==> config.mk <==
export PLATFORM = sky130hd
export DESIGN_NAME = ula_fx
export DESIGN_NICKNAME = d
export VERILOG_FILES = /design/src/design/ula_fx_pkg.sv /design/src/design/ula_float.sv /design/src/design/ula_float_align.sv /design/src/design/ula_fx.sv /design/src/design/ula_int.sv
export VERILOG_INCLUDE_DIRS = /design/src /design/src/design
export SDC_FILE = /design/constraint.sdc
export NUM_CORES = 2
export LEC_CHECK = 0
export BUFFER_PORTS_ARGS = -buffer_cell sky130_fd_sc_hd__clkbuf_2
export CAP_MARGIN = 20
export CELL_PAD_IN_SITES_DETAIL_PLACEMENT = 0
export CELL_PAD_IN_SITES_GLOBAL_PLACEMENT = 2
export CORE_MARGIN = 5
export CORE_UTILIZATION = 40
export DETAILED_ROUTE_END_ITERATION = 16
export HOLD_SLACK_MARGIN = 0.08
export MAX_ROUTING_LAYER = met4
export PLACE_DENSITY = 0.83
export SLEW_MARGIN = 20
export SYNTH_ARGS = -nofsm -noshare
export SYNTH_HDL_FRONTEND = slang
export SYNTH_SLANG_ARGS = --single-unit
==> constraint.sdc <==
create_clock -name clk -period 1 [get_ports clk]
set_clock_uncertainty 0.15 [all_clocks]
set_input_delay 0.2 -clock clk [delete_from_list [all_inputs] [get_ports clk]]
set_output_delay 0.2 -clock clk [all_outputs]
set_load 0.02 [all_outputs]
==> src/design/ula_fx_defs.svh <==
// Width defines shared by the ALU and its bench
// The float layout assumes NUBITS == 1 + NBEXPO + NBMANT
// Changing a width also changes the opcode-free float constants

`ifndef ULA_FX_DEFS_SVH
`define ULA_FX_DEFS_SVH

// ****************************************
// Data path widths
// ****************************************

`define NUBITS 32 // Operand and result word

// Float fields, packed as {sign, exponent, mantissa}
`define NBMANT 23 // Unnormalised mantissa
`define NBEXPO 8  // Two's-complement exponent

// ****************************************
// Control
// ****************************************

`define OPBITS 6  // Opcode, 64 codes of which the ALU uses 29

`endif

==> src/design/ula_fx_pkg.sv <==
// Types of the ALU data path and its opcode set
// Codes not listed in op_e are legal on the bus and yield a zero result

`default_nettype none

`include "ula_fx_defs.svh"

package ula_fx_pkg;

	typedef logic        [`NUBITS-1:0] word_t;  // Operand or result word
	typedef logic        [`NBMANT-1:0] mant_t;  // Raw mantissa field
	typedef logic signed [`NBEXPO-1:0] expo_t;  // Exponent field
	typedef logic signed [`NBMANT:0]   smant_t; // Aligned mantissa with sign applied

	// Processor opcode numbering, gaps are dropped operations
	typedef enum logic [`OPBITS-1:0] {
		OP_NOP  = 0,  // in2
		OP_LOAD = 1,  // in1
		OP_ADD  = 2,
		OP_MLT  = 3,
		OP_NEG  = 6,
		OP_ABS  = 8,
		OP_PST  = 9,  // Clamp negatives to zero
		OP_SGN  = 10, // Sign of in1 applied to in2
		OP_OR   = 11,
		OP_AND  = 12,
		OP_INV  = 13,
		OP_XOR  = 14,
		OP_LES  = 15,
		OP_GRE  = 16,
		OP_EQU  = 17,
		OP_LIN  = 18, // Logical not
		OP_LAN  = 19, // Logical and
		OP_LOR  = 20, // Logical or
		OP_SHL  = 21,
		OP_SHR  = 22,
		OP_SRS  = 23, // Arithmetic right shift
		OP_FNEG = 29,
		OP_FADD = 31,
		OP_FMLT = 32,
		OP_FGRE = 34,
		OP_FLES = 35,
		OP_FSGN = 36,
		OP_FABS = 38,
		OP_FPST = 41
	} op_e;

endpackage

`default_nettype wire

==> src/design/ula_float.sv <==
// Float side of the ALU, purely combinational
// No overflow or infinity handling, exponents wrap
// Results are not normalised, opcodes outside the float set give zero

`timescale 1ns/100ps
`default_nettype none

`include "ula_fx_defs.svh"

module ula_float import ula_fx_pkg::*; (
	input  op_e   op,
	input  word_t in1,
	input  word_t in2,
	output word_t float_res
);

	// ****************************************
	// Add and compare on aligned operands
	// ****************************************

	expo_t  e_al;
	smant_t sm1;
	smant_t sm2;

	ula_float_align align_inst (
		.in1     (in1),
		.in2     (in2),
		.e_out   (e_al),
		.sm1_out (sm1),
		.sm2_out (sm2)
	);

	logic signed [`NBMANT+1:0] sum;   // One guard bit over the aligned width
	logic        [`NBMANT+1:0] mag;
	word_t                     fadd;
	expo_t                     e_add;

	assign sum   = {sm1[`NBMANT], sm1} + {sm2[`NBMANT], sm2};
	assign mag   = sum[`NBMANT+1] ? -sum : sum;
	assign e_add = e_al + expo_t'(1);  // Mantissa drops its LSB below
	assign fadd  = {sum[`NBMANT+1], e_add, mag[`NBMANT:1]};

	// ****************************************
	// Multiply
	// ****************************************

	expo_t                    e1, e2;
	mant_t                    m1, m2;
	logic     [2*`NBMANT-1:0] prod;
	logic signed [`NBEXPO:0]  e_mul;  // Wide enough to spot underflow
	logic                     unf;
	word_t                    fmlt;

	assign e1 = in1[`NUBITS-2:`NBMANT];
	assign e2 = in2[`NUBITS-2:`NBMANT];
	assign m1 = in1[`NBMANT-1:0];
	assign m2 = in2[`NBMANT-1:0];

	assign prod  = (2*`NBMANT)'(m1) * (2*`NBMANT)'(m2);
	assign e_mul = {e1[`NBEXPO-1], e1} + {e2[`NBEXPO-1], e2} + (`NBEXPO+1)'(`NBMANT);
	assign unf   = (e_mul[`NBEXPO:`NBEXPO-1] == 2'b10); // Flush small products
	assign fmlt  = {in1[`NUBITS-1] ^ in2[`NUBITS-1], e_mul[`NBEXPO-1:0],
	                unf ? mant_t'(0) : prod[2*`NBMANT-1:`NBMANT]};

	// ****************************************
	// Result select
	// ****************************************

	always_comb begin
		case (op)
			OP_FADD: float_res = fadd;
			OP_FMLT: float_res = fmlt;
			OP_FGRE: float_res = word_t'(sm1 > sm2);
			OP_FLES: float_res = word_t'(sm1 < sm2);

			// Sign field only
			OP_FNEG: float_res = {~in2[`NUBITS-1], in2[`NUBITS-2:0]};
			OP_FABS: float_res = {1'b0, in2[`NUBITS-2:0]};
			OP_FSGN: float_res = {in1[`NUBITS-1], in2[`NUBITS-2:0]};
			OP_FPST: float_res = in2[`NUBITS-1] ? {2'b01, {(`NUBITS-2){1'b0}}} : in2;

			default: float_res = '0;
		endcase
	end

endmodule

`default_nettype wire

==> src/design/ula_float_align.sv <==
// Brings two floats to a common exponent for add and compare
// The smaller operand loses the bits shifted out, no rounding
// A signed mantissa of -2^23 cannot occur since the field is 23 bits

`timescale 1ns/100ps
`default_nettype none

`include "ula_fx_defs.svh"

module ula_float_align import ula_fx_pkg::*; (
	input  word_t  in1,
	input  word_t  in2,
	output expo_t  e_out,
	output smant_t sm1_out,
	output smant_t sm2_out
);

	// Field split
	logic  s1, s2;
	expo_t e1, e2;
	mant_t m1, m2;

	assign s1 = in1[`NUBITS-1];
	assign s2 = in2[`NUBITS-1];
	assign e1 = in1[`NUBITS-2:`NBMANT];
	assign e2 = in2[`NUBITS-2:`NBMANT];
	assign m1 = in1[`NBMANT-1:0];
	assign m2 = in2[`NBMANT-1:0];

	logic signed [`NBEXPO:0] d;      // e1 - e2, one bit wider so it cannot wrap
	logic        [`NBEXPO:0] shift1;
	logic        [`NBEXPO:0] shift2;
	mant_t                   m1_sh;
	mant_t                   m2_sh;

	assign d = {e1[`NBEXPO-1], e1} - {e2[`NBEXPO-1], e2};

	// Only the operand with the smaller exponent is shifted
	assign shift1 = d[`NBEXPO] ? -d : '0;
	assign shift2 = d[`NBEXPO] ? '0 : d;
	assign e_out  = d[`NBEXPO] ? e2 : e1;

	assign m1_sh = m1 >> shift1;
	assign m2_sh = m2 >> shift2;

	// Two's complement mantissas
	assign sm1_out = s1 ? -smant_t'({1'b0, m1_sh}) : smant_t'({1'b0, m1_sh});
	assign sm2_out = s2 ? -smant_t'({1'b0, m2_sh}) : smant_t'({1'b0, m2_sh});

endmodule

`default_nettype wire

==> src/design/ula_fx.sv <==
// ALU top, one-cycle latency from op/in1/in2 to out and is_zero
// Inputs are plain levels sampled on every rising clk, no handshake
// Reset holds out at zero and is_zero high

`timescale 1ns/100ps
`default_nettype none

`include "ula_fx_defs.svh"

module ula_fx import ula_fx_pkg::*; (
	input  logic  clk,
	input  logic  arst_n,
	input  op_e   op,
	input  word_t in1,
	input  word_t in2,
	output word_t out,
	output logic  is_zero
);

	// ****************************************
	// Result paths
	// ****************************************

	word_t int_res;   // Zero unless op is an integer code
	word_t float_res; // Zero unless op is a float code
	word_t res;

	ula_int int_inst (
		.op      (op),
		.in1     (in1),
		.in2     (in2),
		.int_res (int_res)
	);

	ula_float float_inst (
		.op        (op),
		.in1       (in1),
		.in2       (in2),
		.float_res (float_res)
	);

	// Each opcode is owned by exactly one path, so OR is the merge
	assign res = int_res | float_res;

	// ****************************************
	// Accumulator register
	// ****************************************

	always_ff @(posedge clk or negedge arst_n) begin
		if (!arst_n) begin
			out     <= '0;
			is_zero <= 1'b1;   // Consistent with the cleared word
		end else begin
			out     <= res;
			is_zero <= (res == '0);
		end
	end

endmodule

`default_nettype wire

==> src/design/ula_int.sv <==
// Integer side of the ALU, purely combinational
// Operands are signed, only the low word of ADD and MLT is kept
// Opcodes outside the integer set give zero so the top can OR results

`timescale 1ns/100ps
`default_nettype none

`include "ula_fx_defs.svh"

module ula_int import ula_fx_pkg::*; (
	input  op_e   op,
	input  word_t in1,
	input  word_t in2,
	output word_t int_res
);

	word_t neg2;   // -in2, shared by NEG, ABS and SGN
	logic  sign1;
	logic  sign2;
	logic  zero1;
	logic  zero2;

	assign neg2  = -in2;
	assign sign1 = in1[`NUBITS-1];
	assign sign2 = in2[`NUBITS-1];
	assign zero1 = (in1 == '0);
	assign zero2 = (in2 == '0);

	// ****************************************
	// Result select
	// ****************************************

	always_comb begin
		case (op)
			// Pass-through
			OP_NOP:  int_res = in2;
			OP_LOAD: int_res = in1;

			// Arithmetic
			OP_ADD:  int_res = in1 + in2;
			OP_MLT:  int_res = in1 * in2; // Low 32 bits, same for signed
			OP_NEG:  int_res = neg2;
			OP_ABS:  int_res = sign2 ? neg2 : in2;
			OP_PST:  int_res = sign2 ? '0 : in2;
			OP_SGN:  int_res = (sign1 == sign2) ? in2 : neg2;

			// Bitwise logic
			OP_OR:   int_res = in1 | in2;
			OP_AND:  int_res = in1 & in2;
			OP_INV:  int_res = ~in2;
			OP_XOR:  int_res = in1 ^ in2;

			// Signed compares, result is word 0 or 1
			OP_LES:  int_res = word_t'($signed(in1) < $signed(in2));
			OP_GRE:  int_res = word_t'($signed(in1) > $signed(in2));
			OP_EQU:  int_res = word_t'(in1 == in2);

			// One-bit logic on whole words
			OP_LIN:  int_res = word_t'(zero2);
			OP_LAN:  int_res = word_t'(!zero1 && !zero2);
			OP_LOR:  int_res = word_t'(!zero1 || !zero2);

			// Shift count is the full unsigned in2
			// Counts of 32 and up empty the word, or fill it with the sign for SRS
			OP_SHL:  int_res = in1 << in2;
			OP_SHR:  int_res = in1 >> in2;
			OP_SRS:  int_res = word_t'($signed(in1) >>> in2);

			default: int_res = '0; // Float codes and unused codes
		endcase
	end

endmodule

`default_nettype wire

==> flow_metrics.py <==
metrics = {
    "logic_synthesis": {
        "synthMostInstantiatedCell": "inv_1",
        "synth-main-ff-cell": "dfrtp_1",
        "yosys.area.top_type_share": 0.294,
        "post_synth_main_area_contributors": "fa_1, ha_1, inv_1, nand2_1, nor2_1",
        "async_flop_share": 1.00,
        "synth.lib_cells_used.distinct": 105,
        "synthesized_area_per_cell_um2": 7.69,
        "ys_seq_elements": 33,
        "area_of_the_mapped_netlist_mm2": 0.0448,
        "synth.yosys.warnings": 0,
        "synth_largest_area_cell": "fa_1",
        "postSynthNetCount": 6981,
        "synth_common_cells": "inv_1, nand2_1, fa_1, nor2_1, ha_1",
        "edff_count_synth": 0,
        "share_of_the_yosys_chip_area_belonging_to_registers": 0.0185,
        "syn-instance-count": 5818,
    },
    "sta": {
        "fin_crit_ps": 8370,
        "grt_setup_unrepaired": "yes",
        "slew_headroom": 0.321,
        "clock.fmax_mhz": 119,
        "least_margin_pin_slew_ps": 1010,
        "setup_ws_ps": -7370,
        "finalHoldViolCount": 0,
        "setup_viol_count_final": 66,
        "final-max-slew-violation-count": 0,
        "ratio_of_final_minimum_period_to_clock_period": 8.37,
    },
    "route": {
        "top_signal_layer_used": "met4",
        "met3RoutedLength_um": 35200,
        "postRouteWirelength_um": 273000,
        "vias_per_cell": 5.97,
        "dr_total_vias": 54200,
        "drc": 0,
        "detail_route.wirelength.met1_um": 99400,
        "dr_wl_met2_um": 113000,
        "routedWlPerCell_um": 30.1,
        "final_antenna_net_count": 0,
        "dr.pass1.iters": 6,
        "first_iter_violations": 6164,
    },
    "placed_design": {
        "routabilityCongestion": 1.18,
        "dpl_worst_slack_ps": -8350,
        "place.port_buffers": 104,
        "place_hpwl_um": 225000,
    },
    "grt": {
        "vias_in_the_first_global_route": 54000,
        "grt_util_all_layers": 0.459,
        "largest_net_degree_at_the_start_of_global_routing": 77,
        "grt_pass1_wl_um": 382000,
        "antenna_found_initial": 19,
        "grt_overflow": 0,
    },
    "floorplanning": {
        "area_of_the_core_mm2": 0.111,
        "total_number_of_placement_rows": 122,
        "io-pin-count": 105,
        "floorplan.initialDensity": 0.403,
        "floorplan.die.width_um": 345,
        "vertical_extent_of_the_die_um": 345,
        "fp.dieArea_mm2": 0.119,
    },
    "min_path": {
        "worstHoldPathType": "in -> async",
    },
    "worst_setup_path": {
        "crit_path_top_delay_cell": "fa_1",
        "setup.worst_path.end": "is_zero$_DFF_PN1_",
        "cp_common_cell": "fa_1",
        "setup.worst_path.start_class": "input pin",
        "cp_data_arrival_time_ps": 8440,
        "worst_setup_path_end_kind": "flop",
        "slowest_delay_ps": 550,
        "timing.critical_path.fanout_max": 5,
        "crit_path_start": "in1[13]",
        "setup.worst_path.class": "in -> reg",
        "critPathRequiredTime_ps": 1070,
    },
    "finish": {
        "synthToLayoutAreaGrowth_pct": 49.3,
        "seqCellArea_um2": 827,
        "fill_cells": 10100,
        "finish.net_count": 8732,
        "drive_gt1_frac": 0.375,
        "multi_input_comb_area_mm2": 0.0424,
    },
    "cts": {
        "ctsHtreeMaxLevel": 2,
        "numCtsBuffers": 5,
        "cts.reportedPaths.clkPinSlew_ps": 60,
        "clock_path_buffers": 2,
        "clockRootBuffer": "clkbuf_16",
        "clock_sinks": 33,
        "tritoncts": "yes",
    },
    "run_status": {
        "violated_checks": "setup timing",
        "status": "finished, violations left",
    },
    "run": {
        "cap_violations": 0,
    },
}
==> kinds of logic (layout without fill, tap and decap cells) <==
logic type,after synthesis,count (layout),share of synthesized area
AOI/OAI and AO/OA,1246,1246,0.188
xor gates and xnor gates,184,184,0.0362
adders and majority gates,1091,1091,0.415
buffers and inverters,1369,3121,0.116
DFF,33,33,0.0185
muxes,146,146,0.0493
other,0,18,0
and+or+nand+nor,1749,1749,0.177
==> flip-flops by register name (all words and copies together) (netlist names) <==
register / cells
is_zero: 1
out: 32
==> how the worst min path moves through the flow <==
stage / end / slack [ps] / cells after the start
after floorplan: out[0]$_DFF_PN0_ / -250 / 0
after global placement: out[19]$_DFF_PN0_ / -80 / 1
after detailed placement: out[22]$_DFF_PN0_ / -70 / 1
after CTS: out[18]$_DFF_PN0_ / 180 / 2
after global routing: out[18]$_DFF_PN0_ / 230 / 2
final: out[30]$_DFF_PN0_ / 200 / 2
==> through the flow <==
step	util	std cells	hold WS, ps	TNS (ps)	instance area (um^2)
6_report	0.602	9076	203	-211780	66800
5_1_grt	0.602	9071	227	-218560	66800
4_1_cts	0.578	8991	177	-211350	64200
3_5_place_dp	0.550	8862	-73.2	-231160	61100
3_3_place_gp	0.550	8861	-77.7	-230730	61100
2_1_floorplan	-	5818	-246	-202080	45900
==> cell usage in the layout, fill, tap and decap left out, types with 27 or more instances in the layout <==
master and count:
xnor2_1 111, nor4_1 38, a21oi_1 233, mux4_2 57, nand3_1 103, nand2_1 665
buf_4 1835, fa_1 602, and3_1 27, nand2b_1 27, o211ai_1 56, a31oi_1 45
clkbuf_2 33, nor3_1 101, a221oi_1 35, fa_2 56, o21a_1 35, buf_6 121
a21oi_2 32, nand4_1 48, ha_1 368, mux2i_1 59, dfrtp_1 32, inv_1 907
xor2_1 41, a21o_1 52, inv_2 55, ha_4 53, buf_12 87, nor2_1 445
a211oi_1 34, nand2_2 35, o21ai_0 200, o22ai_1 44, o21ai_1 32
==> what timing repair did <==
action | 4_1_cts | 5_1_grt
endpoints found under the setup margin | 66 | 66
cloned | 3 | 7
hold buffers | 1 | 0
resized for setup | 411 | 536
setup buffers | 121 | 83
hold endpoints to repair | 33 | 0
pin swaps | 206 | 221
==> critical path, delay by kind of cell <==
family | cells | cell delay (ps)
AOI/OAI and AO/OA | 7 | 1550
xor gates and xnor gates | 1 | 140
adders and majority gates | 8 | 3660
and+or+nand+nor | 7 | 1640
buffers and inverters | 11 | 1180
==> metal layers <==
layer | up-vias | track usage
li1 | 23100 | -
met1 | 26500 | 0.547
met2 | 3572 | 0.659
met3 | 1023 | 0.155
met4 | 0 | 0.300
met5 | - | -
==> area by class of cell <==
class	instances	area share
multi-input combinational	4416	0.634
timing repair buffer	2120	0.266
inverter	993	0.0567
tap	1488	0.0279
sequential	33	0.0124
clock buffer	5	0.00187
antenna	18	0.000674
clock inverter	3	0.000262
Power is not shown: default switching activity piles up to over one toggle a cycle in this logic, so the estimate is an artifact.
